==> src/hw/periph_pkg.sv <==
package periph_pkg;

    // ---------------------------------------------------------------------
    // GPIO block
    // ---------------------------------------------------------------------

    // Word index within the GPIO page, 3 and 4 are unused
    typedef enum logic [2:0] {
        DELAY_SEL = 3'd0,
        LED_GREEN = 3'd1,
        LED_RED   = 3'd2,
        I2C_SCL   = 3'd5,
        I2C_SDA   = 3'd6,
        USB_RST_N = 3'd7
    } gpio_reg_e;

    // DDR input delay calibration field
    localparam int DELAY_SEL_W = 5;

    // Register values after reset (LEDs off, I2C released, USB held in reset)
    localparam logic LED_RESET       = 1'b0;
    localparam logic SCL_RESET       = 1'b1;
    localparam logic SDA_RESET       = 1'b1;
    localparam logic USB_RST_N_RESET = 1'b0;

    // ---------------------------------------------------------------------
    // UART frame, 8N1
    // ---------------------------------------------------------------------

    localparam int   UART_DATA_W     = 8;
    localparam int   UART_FRAME_BITS = UART_DATA_W + 2;
    localparam logic UART_START_BIT  = 1'b0;
    localparam logic UART_STOP_BIT   = 1'b1;

endpackage

==> src/hw/uart_tx.sv <==
`timescale 1ns/1ns

module uart_tx
    import periph_pkg::*;
#(
    parameter int CLKS_PER_BIT = 217
) (
    input  logic        clk_rv,
    input  logic        rst_rv,
    input  logic        uart_sel,
    input  logic [31:0] mem_wdata,
    output logic        uart_ready,
    output logic        txd
);

    localparam int BAUD_W = (CLKS_PER_BIT > 1) ? $clog2(CLKS_PER_BIT) : 1;
    localparam int BIT_W  = $clog2(UART_FRAME_BITS);

    logic [UART_FRAME_BITS-1:0] frame_q;
    logic [BAUD_W-1:0]          baud_cnt;
    logic [BIT_W-1:0]           bit_cnt;
    logic                       busy;
    logic                       baud_end;

    assign baud_end = (baud_cnt == BAUD_W'(CLKS_PER_BIT - 1));

    // ---------------------------------------------------------------------
    // Accept and shift
    // ---------------------------------------------------------------------

    // The frame register runs one cycle ahead of txd. busy drops with the
    // stop bit still on the line, so the next ready follows its end
    always_ff @(posedge clk_rv) begin
        if (!rst_rv) begin
            frame_q    <= '1;
            baud_cnt   <= '0;
            bit_cnt    <= '0;
            busy       <= 1'b0;
            uart_ready <= 1'b0;
            txd        <= UART_STOP_BIT;
        end else begin
            uart_ready <= 1'b0;
            txd        <= frame_q[0];
            if (!busy) begin
                // Reads land here too and send whatever is on the bus
                if (uart_sel) begin
                    frame_q    <= {UART_STOP_BIT, mem_wdata[UART_DATA_W-1:0], UART_START_BIT};
                    baud_cnt   <= '0;
                    bit_cnt    <= '0;
                    busy       <= 1'b1;
                    uart_ready <= 1'b1;
                end
            end else if (baud_end) begin
                baud_cnt <= '0;
                // Fill with idle level, LSB first
                frame_q  <= {1'b1, frame_q[UART_FRAME_BITS-1:1]};
                if (bit_cnt == BIT_W'(UART_FRAME_BITS - 1)) begin
                    busy <= 1'b0;
                end else begin
                    bit_cnt <= bit_cnt + 1'b1;
                end
            end else begin
                baud_cnt <= baud_cnt + 1'b1;
            end
        end
    end

endmodule

==> config.mk <==
export PLATFORM = sky130hd
export DESIGN_NAME = uart_tx
export DESIGN_NICKNAME = d
export VERILOG_FILES = /design/src/hw/periph_pkg.sv /design/src/hw/uart_tx.sv
export SDC_FILE = /design/constraint.sdc
export NUM_CORES = 1
export LEC_CHECK = 0
export BUFFER_PORTS_ARGS = -buffer_cell sky130_fd_sc_hd__buf_2
export CORE_ASPECT_RATIO = 1.1
export CORE_MARGIN = 1
export CORE_UTILIZATION = 43
export DETAILED_ROUTE_END_ITERATION = 12
export MAX_ROUTING_LAYER = met4
export PLACE_DENSITY = 0.69
export SETUP_SLACK_MARGIN = 0.4
export SYNTH_ARGS = -nofsm -noshare
export SYNTH_HDL_FRONTEND = slang
export SYNTH_SLANG_ARGS = --single-unit
==> constraint.sdc <==
create_clock -name clk_rv -period 3.95 [get_ports clk_rv]
set_input_delay 0 -clock clk_rv [delete_from_list [all_inputs] [get_ports clk_rv]]
set_output_delay 0 -clock clk_rv [all_outputs]
set_load 0.005 [all_outputs]
; ---- Word level (Yosys, flattened, before mapping)
; Cells that the tools add are included.
; Widths: inputs -> output; s select.
[word_totals]
elab_cells = 31
inputBits = 35
regBits = 25
[classes]
n_eq_ne = 4
add_sub_neg = 2
n_reduce_logical = 4
bitwise = 1
muxes = 14
[op_table]
columns = cell, count
row1 = $mux 10, 3
row2 = $mux 8, 3
row3 = $mux 4, 4
row4 = $add 8x1->8 const B, 1
row5 = $eq 8x8->1 const B, 1
row6 = $add 4x1->4 const B, 1
row7 = $eq 4x4->1 const B, 1
row8 = $mux 1, 4
row9 = $reduce_and 3->1, 1
row10 = $ne 2x1->1 const B, 1
row11 = $ne 2x2->1 const B, 1
row12 = $reduce_and 2->1, 1
row13 = $reduce_bool 2->1, 1
row14 = $reduce_or 2->1, 1
row15 = $not 1->1, 1

; ---- Longest topological paths before layout
[logic_depth]
ltp_word = 4
mapped_depth = 7

; ---- Worst setup path after synthesis
; No wires, ideal clock.
[synth_timing]
kind = register to register
startpoint = register baud_cnt[0]
endpoint = register bit_cnt[3]
t_required_ps = 3880
n_path_buf = 0
period_less_slack_ps = 1718
arrival_ps = 1648
setup_slack_ps = 2232
stages_incl_launch_ff = 7
cell_sequence = dfxtp_1 -> inv_1 -> ha_1 -> nand4_1 -> or2_4 -> or4_1 -> a21oi_1
[synth_between]
elab_chain_len = 3
[synth_rtl]
columns = item, line
row1 = start: declaration, uart_tx.sv:20  ; logic [BAUD_W-1:0] baud_cnt;
row2 = start signal: assignment, uart_tx.sv:63  ; baud_cnt <= baud_cnt + 1'b1;
row3 = $eq 8x8->1, uart_tx.sv:25  ; assign baud_end = (baud_cnt == BAUD_W'(CLKS_PER_BIT - 1));
row4 = $ne 2x1->1 (no line), n/a
row5 = $reduce_and 3->1 (no line), n/a
row6 = end signal: assignment, uart_tx.sv:60  ; bit_cnt <= bit_cnt + 1'b1;
row7 = end: declaration, uart_tx.sv:21  ; logic [BIT_W-1:0] bit_cnt;
; No other way between the ends.
; A chain may end at the register's enable or synchronous reset.

; ---- Worst setup path after layout
[layout_timing]
startpoint = register busy
endpoint = register frame_q[8]
[layout_between]
elab_chain_len = 2
word_cells_on_any_way = 4
[layout_rtl]
columns = item, line
row1 = start: declaration, uart_tx.sv:22  ; logic busy;
row2 = start signal: assignment, uart_tx.sv:38  ; busy <= 1'b0;
row3 = start signal: assignment, uart_tx.sv:50  ; busy <= 1'b1;
row4 = start signal: assignment, uart_tx.sv:58  ; busy <= 1'b0;
row5 = $ne 2x1->1 (no line) or $reduce_bool 2->1 (tied branches), n/a
row6 = $reduce_and 2->1 (no line), n/a
row7 = end signal: assignment, uart_tx.sv:47  ; frame_q <= {UART_STOP_BIT, mem_wdata[UART_DATA_W-1:0], UART_START_BIT};
row8 = end signal: assignment, uart_tx.sv:56  ; frame_q <= {1'b1, frame_q[UART_FRAME_BITS-1:1]};
row9 = end: declaration, uart_tx.sv:19  ; logic [UART_FRAME_BITS-1:0] frame_q;
; Several ways; a longest one is shown, not always the timed one.

==> impl_results.md <==
* Post-Syn Area per Cell at between 8 and 9 µm²
* HPWL after DPL at 1690 µm
* Startpoint type of the worst setup path: flip-flop
* Worst-path fanout max at 34
* R2R Path End: frame_q[8]
* Pwr/cell area at about 360 mW/mm²
* TritonRoute pass-1 iters at 4
* GRT Resource Usage Total at roughly a fifth
* Cells after Synth at about 140
* Crit path launch: busy
* Most common cell in the netlist: dfxtp_1
* Vias in the first global route at 1015
* Area growth from synthesis to layout at 14.3%
* Final wirelength at between 2000 and 2500 µm
* Largest cells by area after synthesis: dfxtp_1 (41%), o21ai_0 (6.0%), a211oi_1 (5.1%)
* Final hold vios at 0
* Antenna violations before repair at 0
* Initial core utilization at a little under half
* Share of the synthesized area in the top cell type at between 40% and 50%
* Site Rows at 19
* Final period utilization at 70.1%
* Filler Cells Inserted at 236
* DRC at 0
* Die Area at around 0.003 mm²
* Syn_nets at about 180
* Worst Reg-to-Reg Cells at 5
* Async SR Flop Fraction at 0%
* RSZ-0062 raised after global routing: no
* Multi-input gate area at 646 µm²
* Register area at 480 µm²
* Global placement routability congestion at approximately 0.77
* I/O Pins at 37
* Synth warnings at 0
* Rel. slew slack at 31.3%
* Critical Path RT at roughly 4200 ps
* F_max at 361 MHz
* Share of layout cells above drive strength 1 at roughly 15%
* RR Startpoint: busy
* CTS resizes at 0
* CTS root buf: clkbuf_4
* Post-synth EDFFs at 0
* Starting DRT DRC Count at 14
* CTS Sinks at 24
* Post-Syn Area at between 0.001 and 0.0015 mm²
* Number of synthesized register bits at 24
* Critical Path End Type: flip-flop
* Port Buf Inserts at 12
* CTS tree: built
* Dpl cells at 174
* Core Footprint at 0.00254 mm²
* Largest net degree at the start of global routing at 35
* Run status: complete, no violations
* Maximum VDD drop at 0.211 mV
* Maxcap violations at 0
* Hold/Removal Path Class: in2reg
* Final setup viols at 0
* Final Critical Period at 2770 ps
* Layout Nets at 191
* Worst Max-Slew Pin Slew at 1030 ps
* Chip width at 51.7 µm
* Setup TNS at 0 ps
* Final max-slew violation count at 0
* Via count at 1032
* Die H at 56.7 µm
* Final core utilization at 52.5%
* Maximum root-to-sink buffer count at 2
* Global-route wire length before repair at 4380 µm
* R2r setup slk at 1180 ps
* Worst slack at placement at 1720 ps
* Non-Filler Instances at 182
* Post-route cell area at 0.00134 mm²
* Worst Setup EP: frame_q[8]
* Leak pwr at about 0.49 nW
* Detailed-route wire length per cell at about 14 µm
* Clk Latency, worst-skew pair at 330 ps
* Num CTS Buffers at 3
* Htree depth at 1
* Antenna Nets Post-Route at 0
* Final hold slack at 52.7 ps
* Synth area leader: dfxtp_1
* Unique masters post-synth at 37
* Placed inst area at 0.00124 mm²
* WS Path Type: reg2reg
* Final worst slack at 1180 ps
* Reg clk slew, reported paths at 140 ps
* Clk_skew at 7.99 ps
* # diodes at 0
* Synth Flop Type: dfxtp_1
* GRT overflow at 0
* Top post-synthesis cells by count: dfxtp_1 (24), o21ai_0 (14), nor2_1 (13)
* Register area share after synthesis at 41.1%
* Total power at 0.483 mW
* Via/cell ratio at 5.67
* CP arrival at 3040 ps
power breakdown:
group	internal [mW]	total (mW)	switching, mW
logic	0.0196	0.0397	0.0201
registers	0.251	0.262	0.0105
clock network	0.103	0.181	0.0786
area by class of cell:
cell class                 instances  area share (%)
multi-input combinational        102            48.3
timing repair buffer              16            7.49
sequential                        24            36.0
tap                               31            2.90
inverter                           5            1.40
clock buffer                       3            1.69
clock inverter                     1            2.25
flip-flops by register name, indices dropped and copies added, names as in the netlist:
name	flops
baud_cnt	8
bit_cnt	4
busy	1
frame_q	9
txd	1
uart_ready	1
critical path, cell delays in order (launching register included):
cell and delay [ps]:
dfxtp_1 1030, nand4bb_1 360, o21ai_1 540, o22ai_1 160, nand2_1 90, dlygate4sd3_1 530
placed cells by master (no fill, tap or decap), types with 2 or more instances in the layout:
cell / netlist / final
nand2_1: 7 / 7
o21ai_0: 14 / 14
dlygate4sd3_1: 0 / 4
clkbuf_4: 0 / 3
a211oi_1: 8 / 8
o21a_1: 2 / 2
nor2b_1: 8 / 8
nand3_1: 5 / 5
buf_2: 1 / 12
nand2b_1: 2 / 2
or3b_2: 3 / 3
o211ai_1: 2 / 2
inv_1: 5 / 5
nand4_1: 3 / 3
a21oi_1: 4 / 4
and2_1: 2 / 2
or4_1: 2 / 2
and3_1: 4 / 4
ha_1: 4 / 4
dfxtp_1: 24 / 24
nor2_1: 13 / 13
a31oi_1: 3 / 3
repair_timing:
item | 4_1_cts | 5_1_grt
hold buffers | 4 | 0
endpoints found under the hold margin | 10 | 0
endpoints found under the setup margin | 0 | 0
buffers inserted | 0 | 0
worst min path at each step:
stage                      end  slack [ps]         start  depth (start not counted)
finish              frame_q[2]          50  mem_wdata[1]                          4
global route        frame_q[5]          80  mem_wdata[4]                          4
CTS                 frame_q[2]          60  mem_wdata[1]                          4
detailed placement  frame_q[8]         250  mem_wdata[7]                          3
global placement    frame_q[8]         240  mem_wdata[7]                          3
floorplan                  txd          70        rst_rv                          1
metal layers:
layer	wire length [µm]	up-vias	global-route usage, %
met2	1200	22	32.3
met4	52	0	9.65
li1	-	529	-
met3	82	6	2.71
met5	0	-	-
met1	1130	475	25.3
cells by family after synthesis:
family / after synthesis / synth area share [%]
AO/OA/AOI/OAI: 41 / 22.7
adder cells (fa/ha/maj): 4 / 4.28
buffers and inverters: 11 / 3.64
flip-flops: 24 / 41.1
AND/OR/NAND/NOR: 57 / 28.3
(Power assumes the default switching activity.)
