--- src/hw/soc_map_pkg.sv ---
package soc_map_pkg;

    // ---------------------------------------------------------------------
    // Bus address views
    // ---------------------------------------------------------------------

    typedef struct packed {
        logic [15:0] page;
        logic [15:0] offset;
    } bus_addr_parts_t;

    // Same word, seen flat or as page plus offset
    typedef union packed {
        logic [31:0]     flat;
        bus_addr_parts_t parts;
    } bus_addr_u;

    typedef enum logic [1:0] {
        REGION_RAM,
        REGION_GPIO,
        REGION_UART,
        REGION_NONE
    } region_e;

    // ---------------------------------------------------------------------
    // Memory map
    // ---------------------------------------------------------------------

    // Internal RAM fills the top page and echoes within it
    localparam logic [15:0] RAM_PAGE = 16'hFFFF;

    localparam logic [15:0] GPIO_PAGE        = 16'h0300;
    localparam logic [15:0] GPIO_LAST_OFFSET = 16'h00FC;

    // Single word, just past the GPIO block
    localparam logic [15:0] UART_OFFSET = 16'h0100;

    // Read value of anything that has no read data
    localparam logic [31:0] BUS_IDLE_DATA = 32'hFFFF_FFFF;

endpackage

--- src/hw/bus_decoder.sv ---
`timescale 1ns/1ns

module bus_decoder
    import soc_map_pkg::*;
(
    input  logic        clk_rv,
    input  logic        rst_rv,
    input  logic        mem_valid,
    input  bus_addr_u   mem_addr,
    input  logic        ram_ack,
    input  logic        gpio_ack,
    input  logic        uart_ready,
    input  logic [31:0] ram_rdata,
    input  logic [31:0] gpio_rdata,
    output logic        ram_sel,
    output logic        gpio_sel,
    output logic        uart_sel,
    output logic        mem_ready,
    output logic [31:0] mem_rdata,
    output logic        irq
);

    region_e region_d;
    region_e region_q;
    logic    region_vld;
    logic    access;
    logic    none_sel;
    logic    none_ack;

    // ---------------------------------------------------------------------
    // Region decode
    // ---------------------------------------------------------------------

    always_comb begin
        if (mem_addr.parts.page == RAM_PAGE) begin
            region_d = REGION_RAM;
        end else if (mem_addr.flat == {GPIO_PAGE, UART_OFFSET}) begin
            region_d = REGION_UART;
        end else if (mem_addr.parts.page == GPIO_PAGE &&
                     mem_addr.parts.offset <= GPIO_LAST_OFFSET) begin
            region_d = REGION_GPIO;
        end else begin
            region_d = REGION_NONE;
        end
    end

    // Region is sampled one cycle into the access.
    // region_vld keeps a stale region from selecting a slave in cycle 0
    always_ff @(posedge clk_rv) begin
        if (!rst_rv) begin
            region_q   <= REGION_NONE;
            region_vld <= 1'b0;
            none_ack   <= 1'b0;
            irq        <= 1'b0;
        end else begin
            if (mem_valid) begin
                region_q <= region_d;
            end
            region_vld <= mem_valid && !mem_ready;
            none_ack   <= none_sel;
            // Sticky until reset
            if (none_ack) begin
                irq <= 1'b1;
            end
        end
    end

    // ---------------------------------------------------------------------
    // Slave selects and acknowledge
    // ---------------------------------------------------------------------

    assign access   = mem_valid && region_vld;
    assign ram_sel  = access && (region_q == REGION_RAM)  && !ram_ack;
    assign gpio_sel = access && (region_q == REGION_GPIO) && !gpio_ack;
    assign uart_sel = access && (region_q == REGION_UART) && !uart_ready;
    assign none_sel = access && (region_q == REGION_NONE) && !none_ack;

    assign mem_ready = ram_ack || gpio_ack || uart_ready || none_ack;

    // UART is write-only, so it shares the idle value with unmapped space
    always_comb begin
        case (region_q)
            REGION_RAM:  mem_rdata = ram_rdata;
            REGION_GPIO: mem_rdata = gpio_rdata;
            default:     mem_rdata = BUS_IDLE_DATA;
        endcase
    end

endmodule

--- config.mk ---
export PLATFORM = sky130hd
export DESIGN_NAME = bus_decoder
export DESIGN_NICKNAME = d
export VERILOG_FILES = /design/src/hw/soc_map_pkg.sv /design/src/hw/bus_decoder.sv
export SDC_FILE = /design/constraint.sdc
export NUM_CORES = 1
export LEC_CHECK = 0
export BUFFER_PORTS_ARGS = -buffer_cell sky130_fd_sc_hd__buf_2
export CAP_MARGIN = 20
export CORE_MARGIN = 5
export CORE_UTILIZATION = 29
export CTS_CLUSTER_DIAMETER = 50
export CTS_CLUSTER_SIZE = 16
export DETAILED_ROUTE_END_ITERATION = 10
export GPL_TIMING_DRIVEN = 1
export HOLD_SLACK_MARGIN = 0.12
export PLACE_DENSITY = 0.84
export SKIP_LAST_GASP = 1
export SLEW_MARGIN = 20
export SYNTH_ARGS = -nofsm -noshare
export SYNTH_HDL_FRONTEND = slang
export SYNTH_SLANG_ARGS = --single-unit
--- constraint.sdc ---
create_clock -name clk_rv -period 2.4 [get_ports clk_rv]
set_clock_uncertainty 0.1 [all_clocks]
set_input_delay 0.24 -clock clk_rv [delete_from_list [all_inputs] [get_ports clk_rv]]
set_output_delay 0.24 -clock clk_rv [all_outputs]
set_load 0.03 [all_outputs]
# == Word level (Yosys, flattened, before mapping) ==
# Cells that the tools add are included.
# word_totals
ramBits,0
latch_bits,0
input_bits,102
romBits,0
ff_bits,5
elab_cells,35
n_memories,0
# classes
addsub,0
mux,4
n_bitwise,0
n_lt_le_gt_ge,1
shifts,0
reduce_logical,20
multipliers,0
n_div,0
n_eq_ne,6
# op_table
op,n
$pmux 32 s2,1
$eq 32x26->1 const B,1
$eq 16x10->1 const B,1
$eq 16x16->1 const B,1
$le 16x8->1 const B,1
$logic_and 1x1->1,11
$mux 2,3
$logic_not 1->1,5
$eq 2x2->1 const B,2
$logic_or 1x1->1,3
$eq 2x1->1 const B,1
$logic_not 2->1,1

# == Longest topological paths before layout ==
# logic_depth
word_depth,5
depth_mapped,4

# == Least setup slack after synthesis ==
# Ideal clock, no wire load.
# synth_path
path_kind,register to output
from,register region_q[0]
to,output ram_sel
stages_incl_launch_ff,4
t_arrival_ns,1.661
path_slack_ns,0.399
n_path_buf,2
cell_sequence,dfxtp_1 -> buf_2 -> buf_2 -> nor4_1
# synth_between
elab_chain_cells,3
# synth_lines
item,line_no,source
from (decl),bus_decoder.sv:24,region_e region_q;
from (signal assigned),bus_decoder.sv:57,region_q <= region_d;
$logic_not 2->1,bus_decoder.sv:73,assign ram_sel = access && (region_q == REGION_RAM) && !ram_ack;
$logic_and 1x1->1 (2 in a row),bus_decoder.sv:73,
to (decl),bus_decoder.sv:15,"output logic ram_sel,"
# No other way between the ends.

# == Worst setup path in the final report ==
# layout_path
from,register region_q[0]
to,output mem_rdata[27]
# layout_between
elab_chain_cells,2
elab_cells_between_ends,3
classes_between,eq/ne (1); mux (1); reduce/logical (1)
# layout_lines
item,line_no,source
$eq 2x1->1 / $logic_not 2->1 (equally long branches),bus_decoder.sv:82,case (region_q)
$pmux 32 s2 *,bus_decoder.sv:82,
to (decl),bus_decoder.sv:19,"output logic [31:0] mem_rdata,"
# Mark *: on every way between the ends. The rest lies on a longest branch, timed or not.

==> metrics.txt <==
# TYPE chip_impl_metric gauge
chip_impl_metric{name="timing.critical_path.slowest_cell_delay",unit="ns"} 0.47
chip_impl_info{name="rsz0062_at_grt",value="false"} 1
chip_impl_metric{name="switching_share",unit="%"} 37.0
chip_impl_metric{name="grt_usage",unit="%"} 16.7
chip_impl_metric{name="coreArea",unit="µm²"} 2710
chip_impl_metric{name="holdWs",unit="ns"} 0.177
chip_impl_metric{name="gp_congestion",unit=""} 0.797
chip_impl_metric{name="slew_viol_final",unit=""} 0
chip_impl_metric{name="average_routed_wire_per_standard_cell",unit="µm"} 12.5
chip_impl_metric{name="yosysWarnings",unit=""} 0
chip_impl_metric{name="io-pin-count",unit=""} 139
chip_impl_metric{name="dpl.hpwl",unit="µm"} 3010
chip_impl_metric{name="async_reset_ff_share",unit="%"} 0
chip_impl_info{name="tritoncts_clock_tree",value="done"} 1
chip_impl_info{name="yosysMostFrequentCell",value="sky130_fd_sc_hd__nand2_1"} 1
chip_impl_metric{name="post_route_fraction_of_the_period_consumed_by_the_critical_path",unit="%"} 75.2
chip_impl_metric{name="internal_pwr_total",unit="µW"} 257
chip_impl_metric{name="final_net_count",unit=""} 354
chip_impl_metric{name="grtUsageMet1",unit="%"} 17.2
chip_impl_metric{name="maxClockFrequency",unit="GHz"} 0.554
chip_impl_metric{name="worst_ir_drop_vdd",unit="mV"} 0.232
chip_impl_metric{name="met2_usage",unit="%"} 31.3
chip_impl_metric{name="mappedNetlistNets",unit=""} 215
chip_impl_metric{name="power",unit="µW"} 407
chip_impl_metric{name="whs_path_depth",unit=""} 3
chip_impl_metric{name="cts_h_tree_lvls",unit=""} 1
chip_impl_metric{name="number_of_nets_still_failing_antenna_checks_after_routing",unit=""} 0
chip_impl_info{name="crit_path_start_kind",value="flop"} 1
chip_impl_info{name="postSynth.topFlopCell",value="sky130_fd_sc_hd__dfxtp_1"} 1
chip_impl_metric{name="final-setup-viol-count",unit=""} 0
chip_impl_info{name="crit_type",value="reg2out"} 1
chip_impl_metric{name="drive_gt1_share",unit="%"} 58.6
chip_impl_info{name="netlist.top_cell.by_area",value="sky130_fd_sc_hd__mux2i_1"} 1
chip_impl_metric{name="fill_cells",unit=""} 259
chip_impl_info{name="cts_root_buf",value="sky130_fd_sc_hd__clkbuf_4"} 1
chip_impl_metric{name="clk_pin_slew",unit="ns"} 0.04
chip_impl_metric{name="timing.critical_path.fanout_max",unit=""} 28
chip_impl_metric{name="r2r.worst_path.cells",unit=""} 3
chip_impl_metric{name="clock_sink_count",unit=""} 5
chip_impl_metric{name="drt_drc_violations_left",unit=""} 0
chip_impl_metric{name="comb_power_share",unit="%"} 54.2
chip_impl_metric{name="die_outline_height",unit="µm"} 62.6
chip_impl_metric{name="row_count",unit=""} 19
chip_impl_metric{name="globalRouteMet3Util",unit="%"} 6.12
chip_impl_metric{name="dieArea",unit="µm²"} 3920
chip_impl_metric{name="netSwitchingPower",unit="µW"} 151
chip_impl_metric{name="viasPerCell",unit=""} 4.76
chip_impl_metric{name="setup_tns",unit="ns"} 0
chip_impl_metric{name="initial_core_util",unit="%"} 29.6
chip_impl_metric{name="drv_cap",unit=""} 0
chip_impl_metric{name="worstPathRequired",unit="ns"} 2.06
chip_impl_metric{name="synth_top_area_share",unit="%"} 39.9
chip_impl_metric{name="synth_sequential_area_ratio",unit="%"} 12.5
chip_impl_metric{name="cts_hold_repair.buffers",unit=""} 1
chip_impl_metric{name="power.density_cell_area",unit="nW/µm²"} 260
chip_impl_metric{name="worst_slew_pin_slew",unit="ns"} 0.432
chip_impl_metric{name="relSlewSlack",unit="%"} 70.8
chip_impl_metric{name="areaGrowthSynthToFinish",unit="%"} 95.2
chip_impl_metric{name="hold_viol_final",unit=""} 0
chip_impl_info{name="worst_hold_path_type",value="in2reg"} 1
chip_impl_metric{name="clkLatencyLatePin",unit="ns"} 0.24
chip_impl_metric{name="cts_resized",unit=""} 0
chip_impl_info{name="top_usage_layer",value="met2"} 1
chip_impl_info{name="kind_of_capture_point_of_the_worst_setup_path",value="output port"} 1
chip_impl_info{name="status",value="finished clean"} 1
chip_impl_metric{name="first_global_vias",unit=""} 1255
chip_impl_metric{name="port-buffer-count",unit=""} 138
chip_impl_info{name="post_synth_main_area_contributors",value="sky130_fd_sc_hd__mux2i_1, sky130_fd_sc_hd__nand2_1, sky130_fd_sc_hd__dfxtp_1"} 1
chip_impl_metric{name="routed-via-count",unit=""} 1343
chip_impl_metric{name="routed_wl",unit="µm"} 3530
chip_impl_metric{name="drtIter0Drc",unit=""} 54
chip_impl_metric{name="die_width",unit="µm"} 62.6
chip_impl_metric{name="grt_antenna_before_repair",unit=""} 0
chip_impl_metric{name="gr-total-overflow",unit=""} 0
chip_impl_metric{name="synth_cell_type_count",unit=""} 18
chip_impl_metric{name="synth-seq-cells",unit=""} 5
chip_impl_metric{name="seq_power_share",unit="%"} 22.1
chip_impl_metric{name="syn_area",unit="µm²"} 802
chip_impl_metric{name="post-cts-setup-buffers",unit=""} 0
chip_impl_metric{name="buffer_levels_on_the_longest_clock_path",unit=""} 2
chip_impl_metric{name="post_synth.cell_area_avg",unit="µm²"} 7.10
chip_impl_metric{name="fin_crit",unit="ns"} 1.80
chip_impl_info{name="ys_top_cells_by_count",value="sky130_fd_sc_hd__nand2_1, sky130_fd_sc_hd__mux2i_1, sky130_fd_sc_hd__nand4_1"} 1
chip_impl_metric{name="cts-buffers-inserted",unit=""} 3
chip_impl_metric{name="synth_edf_count",unit=""} 0
chip_impl_metric{name="syn_inst",unit=""} 113
chip_impl_metric{name="grt_first_pass_wirelength",unit="µm"} 5600
chip_impl_info{name="worst_path_max_delay_cell",value="sky130_fd_sc_hd__dfxtp_2"} 1
chip_impl_metric{name="p_clk_share",unit="%"} 23.8
chip_impl_metric{name="timing.critical_path.arrival",unit="ns"} 1.46
chip_impl_info{name="timing.critical_path.cells",value="buf_12 > mux2i_1 > nand2_1 > buf_2"} 1
chip_impl_metric{name="drt_pass1_iterations",unit=""} 4
chip_impl_metric{name="leakage_power",unit="nW"} 0.929
chip_impl_metric{name="antenna_cells",unit=""} 0
chip_impl_metric{name="largest_net_degree_at_the_start_of_global_routing",unit=""} 34
==> through the flow <==
stage | cells | setup WS, ns | area [µm²] | util [%]
6_report | 282 | 0.596 | 1570 | 57.8
5_1_grt | 282 | 0.498 | 1570 | 57.8
4_1_cts | 282 | 0.580 | 1570 | 57.8
3_5_place_dp | 277 | 0.856 | 1530 | 56.4
3_3_place_gp | 277 | 0.868 | 1530 | 56.4
2_1_floorplan | 113 | 0.399 | 802 | -
==> critical path: cells and delay by family, from the launching register on <==
kind | cells | cell delay [ns]
buffers and inverters | 2 | 0.44
DFF | 1 | 0.47
muxes | 1 | 0.21
and+or+nand+nor | 1 | 0.08
==> kinds of logic after synthesis <==
| kind of cell | after synthesis | synth area share, % |
|---|---|---|
| simple gates | 63 | 38.5 |
| mux | 32 | 39.9 |
| buf+inv | 9 | 4.84 |
| flops | 5 | 12.5 |
| compound gates | 4 | 4.21 |
==> registers in the layout (all words and copies together), names as in the netlist <==
name	flops
region_vld	1
none_ack	1
region_q	2
irq	1
==> power groups by stage <==
stage               combinational (mW)  clock [mW]  sequential, mW
finish                           0.221      0.0968          0.0899
global route                     0.240       0.109          0.0903
CTS                              0.222       0.102          0.0898
detailed placement               0.220           0          0.0912
global placement                 0.217           0          0.0911
floorplan                        0.107           0          0.0881
==> cell usage in the layout, fill, tap and decap left out <==
| cell | instances |
|---|---|
| sky130_fd_sc_hd__buf_12 | 1 |
| sky130_fd_sc_hd__buf_2 | 138 |
| sky130_fd_sc_hd__buf_4 | 1 |
| sky130_fd_sc_hd__clkbuf_1 | 1 |
| sky130_fd_sc_hd__clkbuf_4 | 3 |
| sky130_fd_sc_hd__clkinv_1 | 1 |
| sky130_fd_sc_hd__dfxtp_1 | 4 |
| sky130_fd_sc_hd__dfxtp_2 | 1 |
| sky130_fd_sc_hd__dlygate4sd3_1 | 1 |
| sky130_fd_sc_hd__inv_1 | 1 |
| sky130_fd_sc_hd__mux2i_1 | 32 |
| sky130_fd_sc_hd__nand2_1 | 36 |
| sky130_fd_sc_hd__nand3_1 | 2 |
| sky130_fd_sc_hd__nand4_1 | 7 |
| sky130_fd_sc_hd__nor2_1 | 3 |
| sky130_fd_sc_hd__nor3_1 | 6 |
| sky130_fd_sc_hd__nor4_1 | 4 |
| sky130_fd_sc_hd__nor4_2 | 3 |
| sky130_fd_sc_hd__nor4b_1 | 1 |
| sky130_fd_sc_hd__o21a_1 | 1 |
| sky130_fd_sc_hd__o221ai_1 | 2 |
| sky130_fd_sc_hd__o41ai_1 | 1 |
| sky130_fd_sc_hd__or4_1 | 1 |
==> layout make-up <==
cell class / count / area [µm²] / area share [%]
multi-input cells: 99 / 663 / 42.4
clock buffers: 4 / 26.3 / 1.68
flip-flops and latches: 5 / 101 / 6.47
well taps: 31 / 38.8 / 2.48
repair buffers: 141 / 728 / 46.5
inverters: 2 / 7.51 / 0.480
==> path summary, 6_finish.rpt <==
path	startpoint	to	slack, ns
setup reg to reg	region_q[0]	region_q[0]	1.22
setup / recovery	region_q[0]	mem_rdata[27]	0.60
hold reg to reg	none_ack	none_ack	0.36
hold / removal	mem_valid	region_vld	0.18
==> per-layer routing <==
layer | up-vias | wire length [µm]
li1 | 689 | -
met1 | 592 | 1210
met2 | 60 | 1940
met3 | 2 | 371
met4 | 0 | 7
met5 | - | 0
Note: power is estimated with default switching activity, not from simulation.
