<file path="src/hw/periph_pkg.sv">
package periph_pkg;

    // ---------------------------------------------------------------------
    // GPIO block
    // ---------------------------------------------------------------------

    // Word index within the GPIO page, 3 and 4 are unused
    typedef enum logic [2:0] {
        DELAY_SEL = 3'd0,
        LED_GREEN = 3'd1,
        LED_RED   = 3'd2,
        I2C_SCL   = 3'd5,
        I2C_SDA   = 3'd6,
        USB_RST_N = 3'd7
    } gpio_reg_e;

    // DDR input delay calibration field
    localparam int DELAY_SEL_W = 5;

    // Register values after reset (LEDs off, I2C released, USB held in reset)
    localparam logic LED_RESET       = 1'b0;
    localparam logic SCL_RESET       = 1'b1;
    localparam logic SDA_RESET       = 1'b1;
    localparam logic USB_RST_N_RESET = 1'b0;

    // ---------------------------------------------------------------------
    // UART frame, 8N1
    // ---------------------------------------------------------------------

    localparam int   UART_DATA_W     = 8;
    localparam int   UART_FRAME_BITS = UART_DATA_W + 2;
    localparam logic UART_START_BIT  = 1'b0;
    localparam logic UART_STOP_BIT   = 1'b1;

endpackage

</file>
<file path="src/hw/soc_map_pkg.sv">
package soc_map_pkg;

    // ---------------------------------------------------------------------
    // Bus address views
    // ---------------------------------------------------------------------

    typedef struct packed {
        logic [15:0] page;
        logic [15:0] offset;
    } bus_addr_parts_t;

    // Same word, seen flat or as page plus offset
    typedef union packed {
        logic [31:0]     flat;
        bus_addr_parts_t parts;
    } bus_addr_u;

    typedef enum logic [1:0] {
        REGION_RAM,
        REGION_GPIO,
        REGION_UART,
        REGION_NONE
    } region_e;

    // ---------------------------------------------------------------------
    // Memory map
    // ---------------------------------------------------------------------

    // Internal RAM fills the top page and echoes within it
    localparam logic [15:0] RAM_PAGE = 16'hFFFF;

    localparam logic [15:0] GPIO_PAGE        = 16'h0300;
    localparam logic [15:0] GPIO_LAST_OFFSET = 16'h00FC;

    // Single word, just past the GPIO block
    localparam logic [15:0] UART_OFFSET = 16'h0100;

    // Read value of anything that has no read data
    localparam logic [31:0] BUS_IDLE_DATA = 32'hFFFF_FFFF;

endpackage

</file>
<file path="src/hw/gpio_regs.sv">
`timescale 1ns/1ns

module gpio_regs
    import soc_map_pkg::*;
    import periph_pkg::*;
(
    input  logic                   clk_rv,
    input  logic                   rst_rv,
    input  logic                   gpio_sel,
    input  bus_addr_u              mem_addr,
    input  logic [31:0]            mem_wdata,
    input  logic [3:0]             mem_wstrb,
    input  logic [DELAY_SEL_W-1:0] delay_sel_in,
    input  logic                   sda_in,
    output logic                   gpio_ack,
    output logic [31:0]            gpio_rdata,
    output logic [DELAY_SEL_W-1:0] delay_sel_out,
    output logic                   led_red_n,
    output logic                   led_green_n,
    output logic                   scl,
    output logic                   sda_oe,
    output logic                   usb_rst_n
);

    gpio_reg_e              reg_idx;
    logic                   is_write;
    logic [DELAY_SEL_W-1:0] delay_sel_q;
    logic                   led_green_q;
    logic                   led_red_q;
    logic                   scl_q;
    logic                   sda_q;
    logic                   usb_rst_n_q;

    // Bits 4..2 pick the register, higher offset bits alias
    assign reg_idx  = gpio_reg_e'(mem_addr.parts.offset[4:2]);
    assign is_write = (mem_wstrb != 4'b0000);

    // ---------------------------------------------------------------------
    // Register writes
    // ---------------------------------------------------------------------

    always_ff @(posedge clk_rv) begin
        if (!rst_rv) begin
            gpio_ack    <= 1'b0;
            // Calibration starts from the detected value
            delay_sel_q <= delay_sel_in;
            led_green_q <= LED_RESET;
            led_red_q   <= LED_RESET;
            scl_q       <= SCL_RESET;
            sda_q       <= SDA_RESET;
            usb_rst_n_q <= USB_RST_N_RESET;
        end else begin
            gpio_ack <= gpio_sel;
            if (gpio_sel && is_write) begin
                case (reg_idx)
                    DELAY_SEL: delay_sel_q <= mem_wdata[DELAY_SEL_W-1:0];
                    LED_GREEN: led_green_q <= mem_wdata[0];
                    LED_RED:   led_red_q   <= mem_wdata[0];
                    I2C_SCL:   scl_q       <= mem_wdata[0];
                    I2C_SDA:   sda_q       <= mem_wdata[0];
                    USB_RST_N: usb_rst_n_q <= mem_wdata[0];
                    default: ;
                endcase
            end
        end
    end

    // ---------------------------------------------------------------------
    // Read data
    // ---------------------------------------------------------------------

    always_ff @(posedge clk_rv) begin
        if (gpio_sel && !is_write) begin
            case (reg_idx)
                DELAY_SEL: gpio_rdata <= {{(32 - DELAY_SEL_W){1'b0}}, delay_sel_in};
                I2C_SDA:   gpio_rdata <= {31'd0, sda_in};
                default:   gpio_rdata <= 32'd0;
            endcase
        end
    end

    assign delay_sel_out = delay_sel_q;
    // LEDs are active low
    assign led_green_n   = ~led_green_q;
    assign led_red_n     = ~led_red_q;
    assign scl           = scl_q;
    // Open drain, a zero in the register pulls the line down
    assign sda_oe        = ~sda_q;
    assign usb_rst_n     = usb_rst_n_q;

endmodule

</file>
<file path="config.mk">
export PLATFORM = sky130hd
export DESIGN_NAME = gpio_regs
export DESIGN_NICKNAME = d
export VERILOG_FILES = /design/src/hw/periph_pkg.sv /design/src/hw/soc_map_pkg.sv /design/src/hw/gpio_regs.sv
export SDC_FILE = /design/constraint.sdc
export NUM_CORES = 1
export LEC_CHECK = 0
export ABC_AREA = 0
export BUFFER_PORTS_ARGS = -buffer_cell sky130_fd_sc_hd__buf_2
export CORE_MARGIN = 3
export CORE_UTILIZATION = 26
export CTS_BUF_LIST = sky130_fd_sc_hd__clkbuf_16
export CTS_CLUSTER_SIZE = 25
export DETAILED_ROUTE_END_ITERATION = 8
export PLACE_DENSITY = 0.67
export SETUP_SLACK_MARGIN = 0.15
export SKIP_LAST_GASP = 1
export SLEW_MARGIN = 20
export SYNTH_ARGS = -nofsm -noshare
export SYNTH_HDL_FRONTEND = slang
export SYNTH_SLANG_ARGS = --single-unit
</file>
<file path="constraint.sdc">
create_clock -name clk_rv -period 2.6 [get_ports clk_rv]
set_clock_uncertainty 0.2 [all_clocks]
set_input_delay 0.78 -clock clk_rv [delete_from_list [all_inputs] [get_ports clk_rv]]
set_output_delay 0.78 -clock clk_rv [all_outputs]
set_load 0.02 [all_outputs]
</file>
== Word level (Yosys, flattened, before mapping) ==
Index checks and enable logic that the tools add are counted.
Cells by class
  add/sub/neg operators: 0
  $mul: 0
  div/mod/pow operators: 0
  $lt $le $gt $ge: 0
  equality and inequality tests: 7
  shift operators: 0
  muxes and demuxes: 4
  bitwise logic cells: 3
  reduce and logical (&&, ||, !) cells: 11
Operators by type and width (count)
  $mux W5: 3
  $reduce_and A2 Y1: 6
  $pmux W5 S2: 1
  $eq A3 B3 Y1 const B: 3
  $ne A2 B1 Y1 const B: 2
  $reduce_bool A4 Y1: 1
  $eq A3 B1 Y1 const B: 1
  $eq A3 B2 Y1 const B: 1
  $logic_not A3 Y1: 1
  $not A1 Y1: 3
  $logic_and A1 B1 Y1: 2
  $logic_not A1 Y1: 1
Storage, ports and cells
  bits in registers: 43
  latch bits: 0
  RAM bits: 0
  ROM bits: 0
  bits of input ports: 77
  memories kept: 0

== Depth between registers and ports, before layout ==
Gate-level depths: netlist of the first run.
  word-level depth: 4
  mapped depth: 4

== Worst setup path before layout of the first run ==
No wires, ideal clock.
  path kind: input to register
  start: in mem_addr[3] in the netlist's numbering
  end: reg delay_sel_q[0], in the netlist delay_sel_out[0] (enable)
  library setup time: 384 ps
  arrival: 1681 ps
  data required time: 2016 ps
  path slack: 335 ps
  cell stages on the path: 2
  buffers on the path: 1
  path through: clkbuf_1 > o41ai_1
On the way
  cells in the longest elaborated chain, start to end: 3
Ends and longest elaborated chain
  start: declaration: RTL line gpio_regs.sv:10  | input bus_addr_u mem_addr,
  $logic_not A3 Y1: RTL line gpio_regs.sv:55  | case (reg_idx)
  $ne A2 B1 Y1 (no line)
  $reduce_and A2 Y1 (no line)
  end signal: assignment: RTL line gpio_regs.sv:46  | delay_sel_q <= delay_sel_in;
  end signal: assignment: RTL line gpio_regs.sv:56  | DELAY_SEL: delay_sel_q <= mem_wdata[DELAY_SEL_W-1:0];
  end: declaration: RTL line gpio_regs.sv:27  | logic [DELAY_SEL_W-1:0] delay_sel_q;
No other way between the ends.
A chain may end at the register's enable or synchronous reset.

== Final worst setup path of the first run ==
  start: in gpio_sel
  end: reg delay_sel_q[1], in the netlist delay_sel_out[1] (enable)
On the way
  cells in the longest elaborated chain, start to end: 3
Ends and longest elaborated chain
  start: declaration: RTL line gpio_regs.sv:9  | input logic gpio_sel,
  $logic_and A1 B1 Y1: RTL line gpio_regs.sv:54  | if (gpio_sel && is_write) begin
  $ne A2 B1 Y1 (no line)
  $reduce_and A2 Y1 (no line)
No other way between the ends.

==> results.ini, run 1 <==
[timing]
grt_setup_unrepaired=no
whs_ns=0.258
min_period_ns=2.20
hold_violations=0
fin_setup_tns_ns=0
final-max-slew-violation-count=0
worst_pin_slew_ns=1.02
fin_crit_sh=0.845
slew_headroom=0.313
setup_viol_count_final=0
max_clock_freq_mhz=455

[cts]
cts.htree.levels=1
clockBufferDepth=2
cts_setup_buffers=0
cts_tree=yes
root_buffer=clkbuf_16
hold_buffers=0
numCtsBuffers=3
post_cts_resized=0
worstSkewPairLatency_ns=0.24
clk_pin_slew_worst_paths_ns=0.05
clock_sinks=16

[global_route]
grt_pass1_wl_um=2290
grt_pass1_vias=515
grt.overflow.total=0
grt_start_max_net_pins=14
grt_use_total=0.0745
antenna_found_initial=0

[power]
p_leak_uw=0.000491
vdd_drop_max_mv=0.192
combinationalPowerShare=0.163
p_clk_frac=0.424
sw_frac_of_total=0.252
sequentialPowerShare=0.413
switching_power_uw=176
internal_power_uw=520
power_density_mw_per_mm2=611

[placed_design]
hpwl_um=1400
gp_congestion=0.611
portBuffers=36
place_area_mm2=0.00106

[floorplanning]
start_util=0.275
die_h_um=65.9
io_pins=120
rows=21
die_w_um=65.9
die_area_mm2=0.00434
coreArea_mm2=0.00339

[worst_hold_path]
hp-class=reg -> reg

[logic_synthesis]
synthArstFlopShare=0
synth_seq_cells=16
synth_area_leader_cell=edfxtp_1
ys_warn_count=0
netlist-cell-type-count=26
syn_area_um2=932
synth_common_cells=buf_4 (27), edfxtp_1 (10), and2_1 (6), dfxtp_1 (6), inv_1 (5)
avgSynthCellArea_um2=10.7
yosysTopAreaCellShare=0.322
synth_ff_type=edfxtp_1
yosys-top-cells-area=edfxtp_1 (32%), buf_4 (22%), dfxtp_1 (13%)
seq_area_frac_synth=0.451
yosysMostFrequentCell=buf_4
synthCells=87
synth_edf_count=10

[worst_setup_path]
cp_max_fo=6
critPathCaptureType=flip-flop
critPathArrivalTime_ns=1.86
cp.required_ns=2.26
cp-start-kind=input port
path_class=in -> reg

[cells_and_area]
drive_gt1_frac=0.371
area_delta_synth_final_pct=22.1
final_nets=202
antenna_cells=0
final_area_mm2=0.00114

[job]
max-cap-violations=0

[routing]
first_iter_violations=32
viasPerCell=3.84
drc=0
wl_per_cell_um=9.89
dr.pass1.iters=4
route.antenna.remaining_nets=0
drt-total-wl_um=1680
via_count=653

[status]
status=finished clean

==> per-layer routing <==
layer / vias to the layer above / global-route usage / routed length (µm)
li1: 321 / - / -
met1: 286 / 0.0708 / 554
met2: 42 / 0.126 / 852
met3: 4 / 0.0323 / 241
met4: 0 / 0.0544 / 32
met5: - / 0 / 0
==> layout by cell type, fill, tap and decap left out, drive strengths merged <==
master and n:
buf 37, conb 27, edfxtp 10, and2 6, dfxtp 6, inv 5
mux2 4, nand2 3, o21ai 3, clkbuf 3, nor3 2, nor4b 2
mux2i 2, nand4b 2, o41ai 2, or3 1, nand3 1, a21oi 1
nor4 1, nand3b 1, o311ai 1, nand4 1, o211ai 1, o31ai 1
clkinv 1
==> logic make-up after synthesis <==
group / count (synthesis) / synth area share
compound gates: 9 / 0.0738
buf+inv: 35 / 0.251
flops: 16 / 0.451
mux: 6 / 0.0698
other cells: 1 / 0.00402
simple gates: 20 / 0.150
==> power groups by stage <==
stage / clock network, µW / registers (µW) / logic, µW
finish: 295 / 287 / 114
floorplan: 0 / 307 / 91.7
detailed placement: 0 / 292 / 113
CTS: 301 / 287 / 114
global placement: 0 / 292 / 113
global route: 313 / 288 / 123
==> worst max-delay path, stage by stage <==
cell and delay, ns:
buf_2 0.13, o41ai_2 0.11, o41ai_1 0.83
==> per-stage QoR <==
step                      setup WS (ns)  total power [µW]  cells   util
after floorplan                   0.335               399    113      -
after global placement            0.123               404    166  0.313
after detailed placement          0.157               405    166  0.313
after CTS                         0.373               702    170  0.336
after global routing              0.271               723    170  0.336
final                             0.402               696    170  0.336
==> flip-flops by register name, indices dropped and copies added (netlist names) <==
signal and flops:
delay_sel_out 5, gpio_ack 1, usb_rst_n 1, gpio_rdata 5
led_red_q 1, scl 1, sda_q 1, led_green_q 1
==> layout make-up <==
type | instances | area (µm²)
Clock buffer | 3 | 75.1
Clock inverter | 1 | 3.75
Fill cell | 351 | 2250
Inverter | 5 | 18.8
Multi-Input combinational cell | 62 | 375
Sequential cell | 16 | 420
Tap cell | 46 | 57.6
Timing Repair Buffer | 37 | 188
==> final timing paths <==
check                           startpoint                to  slack (ns)  depth (start not counted)
worst min register to register   led_red_q         led_red_q        0.26                          2
worst min-delay path             led_red_q         led_red_q        0.26                          2
worst max register to register       sda_q             sda_q        1.75                          2
worst max-delay path              gpio_sel  delay_sel_out[1]        0.40                          3
No activity file was read; power rests on OpenSTA's default activity.
==> run 2: changes to the inputs <==
- ABC_AREA: 0 -> 1
- clock period: 2.6 -> 2.2 ns (I/O delays scaled with it)
==> run 2 against run 1 <==
Die area rose by 0.61%. Critical endpoint is now gpio_rdata[4]. Via count increased by 16%. Largest power group unchanged. Count of clock-buffer cells in the layout stayed put. First-iteration DRC count increased by 9.4%. Setup slack gained 0.10 ns.
==> results.ini, run 2 <==
[placed_design]
place_area_mm2=0.00107
gp_congestion=0.750
hpwl_um=1420
dp.cells=198
pre_cts_slack_ns=0.256
portBuffers=36

[cts]
root_buffer=clkbuf_16
cts_setup_buffers=0
clock_sinks=16
cts_tree=yes
clockBufferDepth=2
post_cts_resized=0
cts.htree.levels=1
numCtsBuffers=3
worstSkewPairLatency_ns=0.24
hold_buffers=0
clk_pin_slew_worst_paths_ns=0.05

[global_route]
grt_use_total=0.0825
antenna_found_initial=0
grt_pass1_wl_um=2730
grt_pass1_vias=667
grt.overflow.total=0
grt_start_max_net_pins=18

[worst_hold_path]
min-delay-start=scl
whs_path_depth=2
min_to=scl
hp-class=reg -> reg

[worst_setup_path]
critPathArrivalTime_ns=1.39
r2r_end=usb_rst_n
cp_common_cell=nor2_1
cp-start-kind=input port
reg2reg_from=usb_rst_n
critPathCaptureType=flip-flop
path_class=in -> reg
cp_max_fo=9
crit_chain=buf_2, nor2_1, nand2_2, nor2_1
path_buf_inv=1
rr_worst_depth=4
r2r_setup_slack_ns=1.41
crit_path_max_incr_delay_ns=0.37
critPathSlowestCell=nor2_1
crit_family=simple AND/OR/NAND/NOR gates
cp.required_ns=1.89

[job]
max-cap-violations=0

[timing]
fin_setup_tns_ns=0
setup_viol_count_final=0
max_clock_freq_mhz=591
grt_setup_unrepaired=no
final-max-slew-violation-count=0
whs_ns=0.254
min_period_ns=1.69
fin_ws_ns=0.507
hold_violations=0
fin_crit_sh=0.770

[routing]
viasPerCell=3.74
via_count=756
drt-total-wl_um=1800
wl_per_cell_um=8.93
drc=0
first_iter_violations=35
dr.pass1.iters=4
route.antenna.remaining_nets=0

[logic_synthesis]
syn_area_um2=938
synth_area_leader_cell=edfxtp_1
yosys-top-cells-area=edfxtp_1 (32%), buf_4 (22%), dfxtp_1 (13%)
yosysMostFrequentCell=buf_4
synth_edf_count=10
seq_area_frac_synth=0.448
synthArstFlopShare=0
netlist-cell-type-count=13
yosysTopAreaCellShare=0.320
synth_seq_cells=16
synthCells=118
synth_common_cells=buf_4 (27), nor2_1 (20), inv_1 (17), nand2_1 (16), edfxtp_1 (10)
ys_warn_count=0
avgSynthCellArea_um2=7.95
synth_ff_type=edfxtp_1

[cells_and_area]
num-fill-cells=381
layout_common_cells=buf_2 (36), conb_1 (27), nor2_1 (20)
final_nets=234
final_area_mm2=0.00115
antenna_cells=0
layout.cells.non_filler=202
drive_gt1_frac=0.269
layout_commonest_cell=buf_2
area_delta_synth_final_pct=22.3

[power]
vdd_drop_max_mv=0.258
power_density_mw_per_mm2=723
p_leak_uw=0.000586

[status]
status=finished clean

[floorplanning]
die_area_mm2=0.00437
die_h_um=66.1
coreArea_mm2=0.00342
rows=21
io_pins=120
die_w_um=66.1
start_util=0.275

==> run 2: changes by cell type in the layout (fill, tap and decap cells not counted), moves of 3 or more <==
cell | before | now
inv_1 | 5 | 17
and2_1 | 6 | 0
nand4_1 | 1 | 4
nand3_1 | 1 | 6
nand2_1 | 3 | 16
o21ai_0 | 3 | 6
nor2_1 | 0 | 20
mux2_2 | 4 | 0
==> run 2: power breakdown <==
part           internal (µW)  switching (µW)  total [µW]
registers                336            3.55         340
logic                   35.5             102         138
clock network            241             112         353
==> run 2: how the worst max path moves through the flow <==
stage | start | to | cells past startpoint
after global routing | mem_wstrb[1] | gpio_rdata[1] | 4
after CTS | mem_wstrb[1] | gpio_rdata[3] | 4
after floorplan | mem_addr[4] | delay_sel_out[0] | 3
after global placement | mem_addr[4] | delay_sel_out[4] | 5
after detailed placement | mem_wstrb[1] | gpio_rdata[3] | 4
final | mem_wstrb[1] | gpio_rdata[4] | 4
==> run 2: final cells by class <==
type	count	area (µm²)	share of cell area
inverter	17	63.8	0.0556
tap	46	57.6	0.0502
sequential	16	420	0.366
clock buffer	3	75.1	0.0654
timing repair buffer	37	188	0.164
multi-input combinational	82	339	0.296
clock inverter	1	3.75	0.00327
==> run 2: cells by family after synthesis <==
| family | Yosys count | share of synthesized area |
|---|---|---|
| buf+inv | 46 | 0.295 |
| flops | 16 | 0.448 |
| simple gates | 48 | 0.216 |
| compound gates | 7 | 0.0373 |
| other cells | 1 | 0.00400 |
==> run 2: stage by stage <==
stage	power (µW)	utilization
after floorplan	477	-
after global placement	482	0.313
after detailed placement	483	0.313
after CTS	842	0.336
after global routing	871	0.336
final	830	0.336
==> run 2: layer usage <==
layer / share of wire / wire, µm / GRT usage
met2: 0.38 / 687 / 0.123
met3: 0.15 / 275 / 0.0374
met5: 0 / 0 / 0
met4: 0.0072 / 13 / 0.0381
met1: 0.46 / 827 / 0.101
==> run 2: tightest hold or removal path, stage by stage, from the launching register on <==
cell and delay (ns):
dfxtp_1 0.32, nand2_1 0.05, nand3_1 0.05
==> run 3: changes to the inputs <==
- clock period: 2.2 -> 1.7 ns (I/O delays scaled with it)
==> run 3 against run 2 <==
Sequential share of layout area down 1.0 points. Register-to-register slack worse by 0.52 ns. First-iteration DRC count fell by 11%. Critical path type is now reg -> out.
==> results.ini, run 3 (same netlist as run 2, synthesis figures left out) <==
[status]
status=finished clean

[global_route]
grt_start_max_net_pins=18
grt.overflow.total=0
grtUsageMet2=0.128
grt_use_total=0.0760
grt_pass1_vias=651
grt_pass1_wl_um=2600
antenna_found_initial=0
grtUsageMet3=0.0289
use_met1=0.0893
top_usage_layer=met2

[floorplanning]
die_w_um=66.1
coreArea_mm2=0.00342
die_h_um=66.1
io_pins=120
rows=21
die_area_mm2=0.00437
start_util=0.275

[cts]
clk_pin_slew_worst_paths_ns=0.05
clockBufferDepth=2
cts_tree=yes
cts_setup_buffers=0
worstSkewPairLatency_ns=0.24
root_buffer=clkbuf_16
hold_buffers=0
post_cts_resized=0
cts.htree.levels=1
numCtsBuffers=3
clock_sinks=16

[worst_setup_path]
critPathCaptureType=output port
crit_path_max_incr_delay_ns=0.36
cp-start-kind=flip-flop
crit_chain=buf_2
critPathSlowestCell=edfxtp_1
crit_family=flip-flops
path_class=reg -> out
cp.required_ns=0.99
critPathArrivalTime_ns=0.77
path_buf_inv=1
cp_max_fo=1

[cells_and_area]
layout_commonest_cell=buf_2
drive_gt1_frac=0.294
layout_common_cells=buf_2 (36), conb_1 (27), nor2_1 (20)
final_area_mm2=0.00118
area_delta_synth_final_pct=25.9
finish.utilization=0.346
antenna_cells=0
final_nets=238

[routing]
drc=0
dr.pass1.iters=4
drt-total-wl_um=1760
viasPerCell=3.70
route.antenna.remaining_nets=0
wl_per_cell_um=8.55
first_iter_violations=31
via_count=762

[placed_design]
portBuffers=36
place_area_mm2=0.00110
gp_congestion=0.782
hpwl_um=1460

[timing]
grt_setup_unrepaired=no
hold_violations=0
whs_ns=0.255
max_clock_freq_mhz=677
fin_crit_sh=0.869
min_period_ns=1.48
fin_setup_tns_ns=0
setup_viol_count_final=0
final-max-slew-violation-count=0

[power]
vdd_drop_max_mv=0.283
p_total_uw=1060
p_leak_uw=0.000606
power_density_mw_per_mm2=900

[worst_hold_path]
hp-class=reg -> reg

[job]
max-cap-violations=0

-- run 3: cell count changes in the layout (fill, tap and decap cells not counted) --
| cell | delta |
|---|---|
| buf_4 | +4 |
| o21ai_1 | -1 |
| o21ai_2 | +1 |
-- run 3: path summary, 6_finish.rpt --
check,startpoint,to,slack (ns),depth (start not counted)
setup / recovery,gpio_rdata[0],gpio_rdata[0],0.22,1
hold / removal,scl,scl,0.25,2
setup reg to reg,usb_rst_n,usb_rst_n,0.89,4
hold reg to reg,scl,scl,0.25,2
-- run 3: routing by layer --
| layer | vias to the layer above | share of wire |
|---|---|---|
| li1 | 396 | - |
| met1 | 316 | 0.42 |
| met2 | 48 | 0.41 |
| met3 | 2 | 0.16 |
| met4 | 0 | 0.0045 |
| met5 | - | 0 |
-- run 3: stage by stage --
step | setup slack (ns) | std cells
finish | 0.223 | 206
global placement | 0.0542 | 202
floorplan | 0.152 | 144
global route | 0.194 | 206
CTS | 0.213 | 206
detailed placement | 0.0556 | 202
-- run 3: report_power, final --
part	switching (µW)	total (µW)	leakage, µW	internal (µW)
clock	129	440	0.0000385	311
sequential	5.02	440	0.000135	435
combinational	133	183	0.000433	49.8
total	267	1060	0.000606	796
-- run 3: cell type report --
class / count / area (µm²)
well taps: 46 / 57.6
inverters: 17 / 63.8
fillers: 390 / 2230
clock inverters: 1 / 3.75
repair buffers: 41 / 218
multi-input cells: 82 / 343
clock buffers: 3 / 75.1
flip-flops and latches: 16 / 420
